==> src/buffer_cfg_pkg.sv <==
// sizes of the banked ADC receive buffer
// CHANNELS and BUFFER_DEPTH must be powers of two, CHANNELS at least 2
package buffer_cfg_pkg;

  // one bank per ADC channel
  localparam int CHANNELS = 4;
  // samples held by a single bank
  localparam int BUFFER_DEPTH = 64;
  localparam int DATA_WIDTH = 16;

  localparam int ADDR_WIDTH = $clog2(BUFFER_DEPTH);
  localparam int BANK_WIDTH = $clog2(CHANNELS);

  // highest banking mode, every channel active with one bank each
  localparam int MAX_MODE = $clog2(CHANNELS);
  localparam int MODE_WIDTH = $clog2(MAX_MODE + 1);

  // in mode 0 one channel chains all banks, so its sample count reaches
  // CHANNELS*BUFFER_DEPTH and needs a bit above bank and address
  localparam int COUNT_WIDTH = ADDR_WIDTH + BANK_WIDTH + 1;

  // bank index and address joined into one readout word index
  localparam int WORD_IDX_WIDTH = ADDR_WIDTH + BANK_WIDTH;

endpackage

==> src/buffer_types_pkg.sv <==
// vector types and FSM encodings of the banked ADC receive buffer
// widths follow buffer_cfg_pkg
package buffer_types_pkg;
  import buffer_cfg_pkg::*;

  typedef logic [DATA_WIDTH-1:0] sample_t;
  typedef logic [ADDR_WIDTH-1:0] bank_addr_t;
  typedef logic [BANK_WIDTH-1:0] bank_sel_t;

  // top bit set means the bank filled up
  typedef logic [ADDR_WIDTH:0] depth_t;

  // active channels = 2**mode
  typedef logic [MODE_WIDTH-1:0] mode_t;

  typedef logic [COUNT_WIDTH-1:0] count_t;
  typedef logic [WORD_IDX_WIDTH-1:0] word_idx_t;

  typedef enum logic [2:0] {
    cap_idle,
    cap_armed,
    cap_capturing,
    cap_report,
    cap_done
  } capture_state_t;

  typedef enum logic {
    rd_idle,
    rd_reading
  } readout_state_t;

endpackage

==> src/bank_ifs.sv <==
// bank write and bank read buses between the controllers and the banks
// rd_data follows rd_en by one cycle
interface bank_wr_if
  import buffer_cfg_pkg::*, buffer_types_pkg::*;
();

  // one write port per bank
  logic [CHANNELS-1:0] wr_en;
  bank_addr_t [CHANNELS-1:0] wr_addr;
  sample_t [CHANNELS-1:0] wr_data;

  modport master (
    output wr_en,
    output wr_addr,
    output wr_data
  );

  modport slave (
    input wr_en,
    input wr_addr,
    input wr_data
  );

endinterface

interface bank_rd_if
  import buffer_types_pkg::*;
();

  // single read port shared by all banks
  logic rd_en;
  bank_sel_t rd_bank;
  bank_addr_t rd_addr;
  sample_t rd_data;

  modport master (
    output rd_en,
    output rd_bank,
    output rd_addr,
    input rd_data
  );

  modport slave (
    input rd_en,
    input rd_bank,
    input rd_addr,
    output rd_data
  );

endinterface

==> src/capture_ctrl.sv <==
// capture control with arm/start/stop, channel to bank routing and write depth report
// in mode m only channels below 2**m are stored; mode is taken in idle only
// a sample presented on the edge that samples stop is not stored
module capture_ctrl
  import buffer_cfg_pkg::*, buffer_types_pkg::*;
(
  input  logic                   adc_clk_i,
  input  logic                   rst_n_i,
  input  sample_t [CHANNELS-1:0] adc_data_i,
  input  logic [CHANNELS-1:0]    adc_valid_i,
  input  logic [2:0]             arm_start_stop_i,
  input  logic                   arm_start_stop_valid_i,
  input  mode_t                  banking_mode_i,
  input  logic                   banking_mode_valid_i,
  input  logic                   capture_sw_reset_i,
  output depth_t [CHANNELS-1:0]  write_depth_o,
  output logic                   write_depth_valid_o,
  input  logic                   write_depth_ready_i,
  output logic                   capture_done_o,
  bank_wr_if.master              wr
);

  capture_state_t state_q;
  mode_t mode_q;
  count_t count_q [CHANNELS];
  depth_t [CHANNELS-1:0] depth_q;
  logic depth_valid_q;

  logic arm;
  logic start;
  logic stop;
  logic fill;
  logic [CHANNELS-1:0] store;
  count_t full_count;
  bank_sel_t chan_mask;
  depth_t [CHANNELS-1:0] depth_calc;

  assign arm = arm_start_stop_valid_i && (arm_start_stop_i == 3'd4);
  assign start = arm_start_stop_valid_i && (arm_start_stop_i == 3'd2)
                 && (state_q == cap_armed);
  assign stop = arm_start_stop_valid_i && (arm_start_stop_i == 3'd1);

  // each channel owns CHANNELS >> mode banks
  assign full_count = count_t'(CHANNELS * BUFFER_DEPTH) >> mode_q;
  assign chan_mask = bank_sel_t'((1 << mode_q) - 1);

  always_comb begin
    fill = 1'b0;
    for (int c = 0; c < CHANNELS; c++) begin
      store[c] = (state_q == cap_capturing) && !stop && !capture_sw_reset_i
                 && adc_valid_i[c] && (c <= int'(chan_mask));
      if (store[c] && (count_q[c] == full_count - 1'b1)) begin
        fill = 1'b1;
      end
    end
  end

  ////////////////////////////////////////////////////////////////////////////
  // bank b belongs to channel b mod 2**m and takes block b >> m of its count
  ////////////////////////////////////////////////////////////////////////////
  always_comb begin
    bank_sel_t ch;
    count_t cnt;
    count_t used;
    count_t blk;
    for (int b = 0; b < CHANNELS; b++) begin
      ch = bank_sel_t'(b) & chan_mask;
      cnt = count_q[ch];
      // banks this channel has already filled
      used = cnt >> ADDR_WIDTH;
      blk = count_t'(b >> mode_q);
      wr.wr_en[b] = store[ch] && (used == blk);
      wr.wr_addr[b] = cnt[ADDR_WIDTH-1:0];
      wr.wr_data[b] = adc_data_i[ch];
      if (used > blk) begin
        depth_calc[b] = depth_t'(BUFFER_DEPTH);
      end else if (used == blk) begin
        depth_calc[b] = depth_t'(cnt[ADDR_WIDTH-1:0]);
      end else begin
        depth_calc[b] = '0;
      end
    end
  end

  ////////////////////////////////////////////////////////////////////////////
  // capture FSM
  ////////////////////////////////////////////////////////////////////////////
  always_ff @(posedge adc_clk_i) begin
    if (!rst_n_i || capture_sw_reset_i) begin
      state_q <= cap_idle;
      depth_valid_q <= 1'b0;
    end else begin
      case (state_q)
        cap_idle: begin
          if (arm) begin
            state_q <= cap_armed;
          end
        end
        cap_armed: begin
          if (start) begin
            state_q <= cap_capturing;
          end
        end
        cap_capturing: begin
          if (stop || fill) begin
            state_q <= cap_report;
          end
        end
        cap_report: begin
          // counters are final here, valid rises one cycle after entry
          if (!depth_valid_q) begin
            depth_valid_q <= 1'b1;
          end else if (write_depth_ready_i) begin
            depth_valid_q <= 1'b0;
            state_q <= cap_done;
          end
        end
        cap_done: begin
          if (arm) begin
            state_q <= cap_armed;
          end
        end
        default: state_q <= cap_idle;
      endcase
    end
  end

  always_ff @(posedge adc_clk_i) begin
    if (!rst_n_i) begin
      mode_q <= '0;
    end else if (banking_mode_valid_i && (state_q == cap_idle)) begin
      // modes above MAX_MODE would ask for more channels than exist
      mode_q <= (banking_mode_i > mode_t'(MAX_MODE)) ? mode_t'(MAX_MODE) : banking_mode_i;
    end
  end

  always_ff @(posedge adc_clk_i) begin
    if (!rst_n_i || start) begin
      for (int c = 0; c < CHANNELS; c++) begin
        count_q[c] <= '0;
      end
    end else begin
      for (int c = 0; c < CHANNELS; c++) begin
        if (store[c]) begin
          count_q[c] <= count_q[c] + 1'b1;
        end
      end
    end
  end

  always_ff @(posedge adc_clk_i) begin
    if ((state_q == cap_report) && !depth_valid_q) begin
      depth_q <= depth_calc;
    end
  end

  assign write_depth_o = depth_q;
  assign write_depth_valid_o = depth_valid_q;
  assign capture_done_o = (state_q == cap_done);

endmodule

==> src/sample_banks.sv <==
// CHANNELS sample memories, one write port each, one shared read port
// read data appears one cycle after rd_en and holds until the next read
module sample_banks
  import buffer_cfg_pkg::*, buffer_types_pkg::*;
(
  input  logic      adc_clk_i,
  bank_wr_if.slave  wr,
  bank_rd_if.slave  rd
);

  sample_t bank_word_q [CHANNELS];
  bank_sel_t rd_bank_q;

  for (genvar b = 0; b < CHANNELS; b++) begin : g_bank
    sample_t mem [BUFFER_DEPTH];

    always_ff @(posedge adc_clk_i) begin
      if (wr.wr_en[b]) begin
        mem[wr.wr_addr[b]] <= wr.wr_data[b];
      end
    end

    // registered read, only the selected bank is enabled
    always_ff @(posedge adc_clk_i) begin
      if (rd.rd_en && (rd.rd_bank == bank_sel_t'(b))) begin
        bank_word_q[b] <= mem[rd.rd_addr];
      end
    end
  end

  always_ff @(posedge adc_clk_i) begin
    if (rd.rd_en) begin
      rd_bank_q <= rd.rd_bank;
    end
  end

  assign rd.rd_data = bank_word_q[rd_bank_q];

endmodule

==> src/readout_ctrl.sv <==
// readout of all banks, bank 0 first, ascending address within a bank
// start is only accepted once capture is done and readout is idle
// reads are issued only when the two-entry output buffer has room
module readout_ctrl
  import buffer_cfg_pkg::*, buffer_types_pkg::*;
(
  input  logic      adc_clk_i,
  input  logic      rst_n_i,
  input  logic      capture_done_i,
  input  logic      readout_sw_reset_i,
  input  logic      readout_start_valid_i,
  output logic      readout_start_ready_o,
  output sample_t   readout_data_o,
  output logic      readout_valid_o,
  input  logic      readout_ready_i,
  output logic      readout_last_o,
  bank_rd_if.master rd
);

  readout_state_t state_q;
  word_idx_t idx_q;
  logic issued_all_q;
  logic inflight_q;
  logic inflight_last_q;

  // two-entry output buffer
  sample_t buf_data_q [2];
  logic [1:0] buf_last_q;
  logic [1:0] buf_count_q;
  logic wr_ptr_q;
  logic rd_ptr_q;

  logic start;
  logic pop;
  logic issue;

  assign readout_start_ready_o = capture_done_i && (state_q == rd_idle);
  assign start = readout_start_valid_i && readout_start_ready_o;

  assign readout_valid_o = (buf_count_q != 2'd0);
  assign readout_data_o = buf_data_q[rd_ptr_q];
  assign readout_last_o = readout_valid_o && buf_last_q[rd_ptr_q];
  assign pop = readout_valid_o && readout_ready_i;

  // room counts the word in flight and the pop of this cycle
  assign issue = (state_q == rd_reading) && !issued_all_q
                 && ((buf_count_q + 2'(inflight_q) - 2'(pop)) < 2'd2);

  assign rd.rd_en = issue;
  assign rd.rd_bank = idx_q[WORD_IDX_WIDTH-1:ADDR_WIDTH];
  assign rd.rd_addr = idx_q[ADDR_WIDTH-1:0];

  ////////////////////////////////////////////////////////////////////////////
  // sequencing and buffer pointers
  ////////////////////////////////////////////////////////////////////////////
  always_ff @(posedge adc_clk_i) begin
    if (!rst_n_i || readout_sw_reset_i) begin
      state_q <= rd_idle;
      idx_q <= '0;
      issued_all_q <= 1'b0;
      inflight_q <= 1'b0;
      inflight_last_q <= 1'b0;
      buf_count_q <= '0;
      wr_ptr_q <= 1'b0;
      rd_ptr_q <= 1'b0;
    end else begin
      if (start) begin
        state_q <= rd_reading;
        idx_q <= '0;
        issued_all_q <= 1'b0;
      end else if (pop && readout_last_o) begin
        state_q <= rd_idle;
      end
      if (issue) begin
        idx_q <= idx_q + 1'b1;
        issued_all_q <= &idx_q;
      end
      inflight_q <= issue;
      inflight_last_q <= issue && (&idx_q);
      if (inflight_q) begin
        wr_ptr_q <= ~wr_ptr_q;
      end
      if (pop) begin
        rd_ptr_q <= ~rd_ptr_q;
      end
      buf_count_q <= buf_count_q + 2'(inflight_q) - 2'(pop);
    end
  end

  // the word read last cycle lands in the buffer with its last flag
  always_ff @(posedge adc_clk_i) begin
    if (inflight_q) begin
      buf_data_q[wr_ptr_q] <= rd.rd_data;
      buf_last_q[wr_ptr_q] <= inflight_last_q;
    end
  end

endmodule

==> src/adc_buffer.sv <==
// banked ADC receive buffer, single clock domain on adc_clk_i
// write_depth_o packs one depth per bank, bank 0 in the low bits
module adc_buffer
  import buffer_cfg_pkg::*, buffer_types_pkg::*;
(
  input  logic                   adc_clk_i,
  input  logic                   rst_n_i,
  input  sample_t [CHANNELS-1:0] adc_data_i,
  input  logic [CHANNELS-1:0]    adc_valid_i,
  input  logic [2:0]             arm_start_stop_i,
  input  logic                   arm_start_stop_valid_i,
  input  mode_t                  banking_mode_i,
  input  logic                   banking_mode_valid_i,
  input  logic                   capture_sw_reset_i,
  input  logic                   readout_sw_reset_i,
  input  logic                   readout_start_valid_i,
  output logic                   readout_start_ready_o,
  output depth_t [CHANNELS-1:0]  write_depth_o,
  output logic                   write_depth_valid_o,
  input  logic                   write_depth_ready_i,
  output sample_t                readout_data_o,
  output logic                   readout_valid_o,
  input  logic                   readout_ready_i,
  output logic                   readout_last_o
);

  bank_wr_if wr_bus ();
  bank_rd_if rd_bus ();

  logic capture_done;

  capture_ctrl capture_i (
    .adc_clk_i              (adc_clk_i),
    .rst_n_i                (rst_n_i),
    .adc_data_i             (adc_data_i),
    .adc_valid_i            (adc_valid_i),
    .arm_start_stop_i       (arm_start_stop_i),
    .arm_start_stop_valid_i (arm_start_stop_valid_i),
    .banking_mode_i         (banking_mode_i),
    .banking_mode_valid_i   (banking_mode_valid_i),
    .capture_sw_reset_i     (capture_sw_reset_i),
    .write_depth_o          (write_depth_o),
    .write_depth_valid_o    (write_depth_valid_o),
    .write_depth_ready_i    (write_depth_ready_i),
    .capture_done_o         (capture_done),
    .wr                     (wr_bus.master)
  );

  sample_banks banks_i (
    .adc_clk_i (adc_clk_i),
    .wr        (wr_bus.slave),
    .rd        (rd_bus.slave)
  );

  readout_ctrl readout_i (
    .adc_clk_i             (adc_clk_i),
    .rst_n_i               (rst_n_i),
    .capture_done_i        (capture_done),
    .readout_sw_reset_i    (readout_sw_reset_i),
    .readout_start_valid_i (readout_start_valid_i),
    .readout_start_ready_o (readout_start_ready_o),
    .readout_data_o        (readout_data_o),
    .readout_valid_o       (readout_valid_o),
    .readout_ready_i       (readout_ready_i),
    .readout_last_o        (readout_last_o),
    .rd                    (rd_bus.master)
  );

endmodule

==> config.mk <==
export PLATFORM = sky130hd
export DESIGN_NAME = adc_buffer
export DESIGN_NICKNAME = d
export VERILOG_FILES = /design/src/buffer_cfg_pkg.sv /design/src/buffer_types_pkg.sv /design/src/bank_ifs.sv /design/src/capture_ctrl.sv /design/src/sample_banks.sv /design/src/readout_ctrl.sv /design/src/adc_buffer.sv
export SDC_FILE = /design/constraint.sdc
export NUM_CORES = 2
export LEC_CHECK = 0
export ABC_AREA = 1
export BUFFER_PORTS_ARGS = -buffer_cell sky130_fd_sc_hd__buf_2
export CELL_PAD_IN_SITES_DETAIL_PLACEMENT = 0
export CELL_PAD_IN_SITES_GLOBAL_PLACEMENT = 1
export CORE_MARGIN = 2
export CORE_UTILIZATION = 56
export DETAILED_ROUTE_END_ITERATION = 6
export PLACE_DENSITY = 0.82
export SLEW_MARGIN = 40
export SYNTH_ARGS = -nofsm -noshare
export SYNTH_HDL_FRONTEND = slang
export SYNTH_MEMORY_MAX_BITS = 65536
export SYNTH_SLANG_ARGS = --single-unit
==> constraint.sdc <==
create_clock -name adc_clk_i -period 14.78 [get_ports adc_clk_i]
set_input_delay 2.956 -clock adc_clk_i [delete_from_list [all_inputs] [get_ports adc_clk_i]]
set_output_delay 2.956 -clock adc_clk_i [all_outputs]
set_load 0.01 [all_outputs]
==> out/metrics.cfg <==
[placement]
dpl.hpwl_um = 281300
dp_slack_ps = 8268
dp.cells = 17500
portBuffers = 129
gp_congestion = 0.9415
placed_cell_area_um2 = 177900

[floorplan]
core_area_um2 = 305600
initial_utilization = 0.5621
die_h_um = 557.8
die-area_um2 = 311200
pin_count = 130
fp.dieW_um = 557.8
rows = 203

[synth]
synth_xor_area_frac = 0.0006119
ys.flop_type = edfxtp_1
syn_nets = 13880
ys_warn_count = 0
synth_seq_area_share = 0.7484
synth_top_family_by_area = simple AND/OR/NAND/NOR gates
synth_fa_ha_area_frac = 0.0009470
synth_simple_gate_area_share = 0.1266
ys_types = 42
synth_enable_flop_cells = 4260
synth_compound_area_frac = 0.09110
synthCells = 13780
ys_seq_elements = 4291
avgSynthCellArea_um2 = 12.46
netlist_area_um2 = 171800
synthMuxAreaShare = 0.001049
synthArstFlopShare = 0

[final_layout]
layout_commonest_cell = edfxtp_1
final_nets = 13940
stdcell_count = 18320
synthToLayoutAreaGrowth_pct = 12.08
postLayoutCellArea_um2 = 192500
mostFrequentLayoutCells = 4260 x edfxtp_1, 1809 x nor2_1, 1789 x o21ai_0
drive_above_1_share = 0.09323

[grt]
grt.total_usage = 0.3087
antenna_found_initial = 48
grt_max_degree = 224
grt_pass1_vias = 107000
grt-ovfl-total = 0
grt_pass1_wl_um = 709100

[timing]
hold_viol = 0
fin_skew_ps = 59.23
clock.fmax_mhz = 174.0
hold_ws_ps = 448.8
rsz0062_at_grt = no
fin_crit_sh = 0.3887
max-slew-margin-rel = 0.3859
fin_crit_ps = 5745
drv_slew = 0
tns_ps = 0
setup_viol = 0
postLayoutSetupSlackWorst_ps = 9035
worst_pin_slew_ps = 918.9

[clock_network]
cts.clk_slew.worst_paths_ps = 60
htree_num_levels = 5
cts_resized = 0
postCtsHoldBufs = 0
root_buffer = clkbuf_16
postCtsSetupBuffers = 0
clk_latency_ps = 970
cts_sinks = 4291
cts_tree = yes
cts_buffers = 425
clock_path_buffers = 4

[power_and_ir_drop]
leakage_nw = 64.48
ir_drop_v = 0.0001109
powerDensity_nw_per_um2 = 132.1

[worst_setup_path]
end_kind = flop
cp_cell_sequence = inv_2, nand2_2, buf_4, ha_1, nand3_1, inv_1, nand2_1, nor2_1, nand2_1, nor2_1, buf_4
cp-start-kind = flop
cpPeakStageDelay_ps = 880
arrival_ps = 6400
crit_family = simple AND/OR/NAND/NOR gates
path_buf_inv = 4
criticalPathCategory = flop to flop
r2r_slack_ps = 9030
crit_fanout = 52
cp_slowest_cell = dfxtp_2
cp_data_required_time_ps = 15430

[route]
wl_per_cell_um = 26.64
ant_nets = 0
drtIter0Drc = 15330
dr.pass1.iters = 7
routed_wl_um = 488200
route.detailed.drc = 0
vias = 114000
via_per_inst = 6.223

[run_status]
status = finished, final reports clean

[flow_run]
cap_violations = 0

[worst_hold_path]
hp-class = flop to flop

logic make-up (layout without fill, tap and decap cells):
kind of cell / count (synthesis) / count (layout)
buf+inv: 1369 / 1788
flops: 4291 / 4291
fa+ha+maj: 13 / 13
xor+xnor: 12 / 12
simple gates: 5149 / 5149
mux: 16 / 16
compound gates: 2932 / 2932
other cells: 0 / 23
worst register-to-register path, stage by stage, from the launching register on:
cell	delay, ps
dfxtp_2	880
inv_2	550
nand2_2	220
buf_4	550
ha_1	260
nand3_1	310
inv_1	200
nand2_1	70
nor2_1	580
nand2_1	780
nor2_1	730
buf_4	300
state kept, by name, indices dropped and copies added, names as in the netlist, 2 cells and up, named ones only:
signal / flops
readout_i.idx_q: 8
readout_i.buf_count_q: 2
readout_i.buf_last_q: 2
capture_i.mode_q: 2
capture_i.state_q: 3
banks_i.g_bank.mem: 4096
banks_i.rd_bank_q: 2
capture_i.count_q: 36
banks_i.bank_word_q: 64
readout_i.buf_data_q: 32
capture_i.write_depth_o: 28
cell type report:
type	count	area [um2]
multi-input combinational	8122	38360
clock inverter	285	3000
clock buffer	499	11000
fill	22510	113100
inverter	443	1704
timing repair buffer	561	4690
antenna	23	57.56
tap	4100	5130
sequential	4291	128600
Yosys cell counts (2+ instances only):
master       n  area share
inv_1      434      0.0095
nor4_1       3     0.00011
nor2_4       5     0.00033
o21ai_1      7     0.00020
o21ai_0   1797       0.052
nor3_2       2     0.00012
dfxtp_1     31      0.0036
a31oi_1      5     0.00018
ha_1        13     0.00095
mux2_2      16      0.0010
buf_1       99      0.0022
buf_2      169      0.0049
o21ai_2      6     0.00031
xor2_1      11     0.00056
nand3_1   1585       0.046
o211ai_1     7     0.00031
nor3b_1      5     0.00022
a21oi_1    384       0.011
nand3_4      9     0.00092
nor2_1    1828       0.040
clkbuf_1   654       0.014
nand2_1   1612       0.035
nor3_1      20     0.00058
and2_1      65      0.0024
nor2_2       3     0.00011
buf_4        4     0.00017
inv_2        4    0.000087
edfxtp_1  4260        0.74
nand4_1      6     0.00022
clkinv_1     4    0.000087
nand2_2      4     0.00015
o22ai_1    720       0.026
where the power goes:
group          total, W  internal, W  switching, W
registers        0.0137       0.0137     0.0000104
clock network    0.0108      0.00623       0.00462
logic          0.000904     0.000114      0.000790
final timing paths:
check	start	to	depth (start not counted)
max	capture_i.mode_q[1]	banks_i.g_bank[2].mem[52][8]	11
min reg2reg	banks_i.rd_bank_q[1]	flop	2
min	banks_i.rd_bank_q[1]	flop	2
max reg2reg	capture_i.mode_q[1]	banks_i.g_bank[2].mem[52][8]	11
metrics by stage:
| step | util | power (W) |
|---|---|---|
| after global placement | 0.5809 | 0.01477 |
| after detailed placement | 0.5822 | 0.01481 |
| after CTS | 0.6280 | 0.02546 |
| final | 0.6300 | 0.02542 |
| after global routing | 0.6300 | 0.02599 |
| after floorplan | - | 0.01428 |
metal layers:
metal	vias up	track usage	part of all wire
met5	-	0	0.00013
met4	14	0.1513	0.053
met3	1077	0.06077	0.11
met2	6510	0.4713	0.46
met1	56070	0.4279	0.38
li1	50360	-	-
Note: power is estimated with default switching activity, not from simulation.
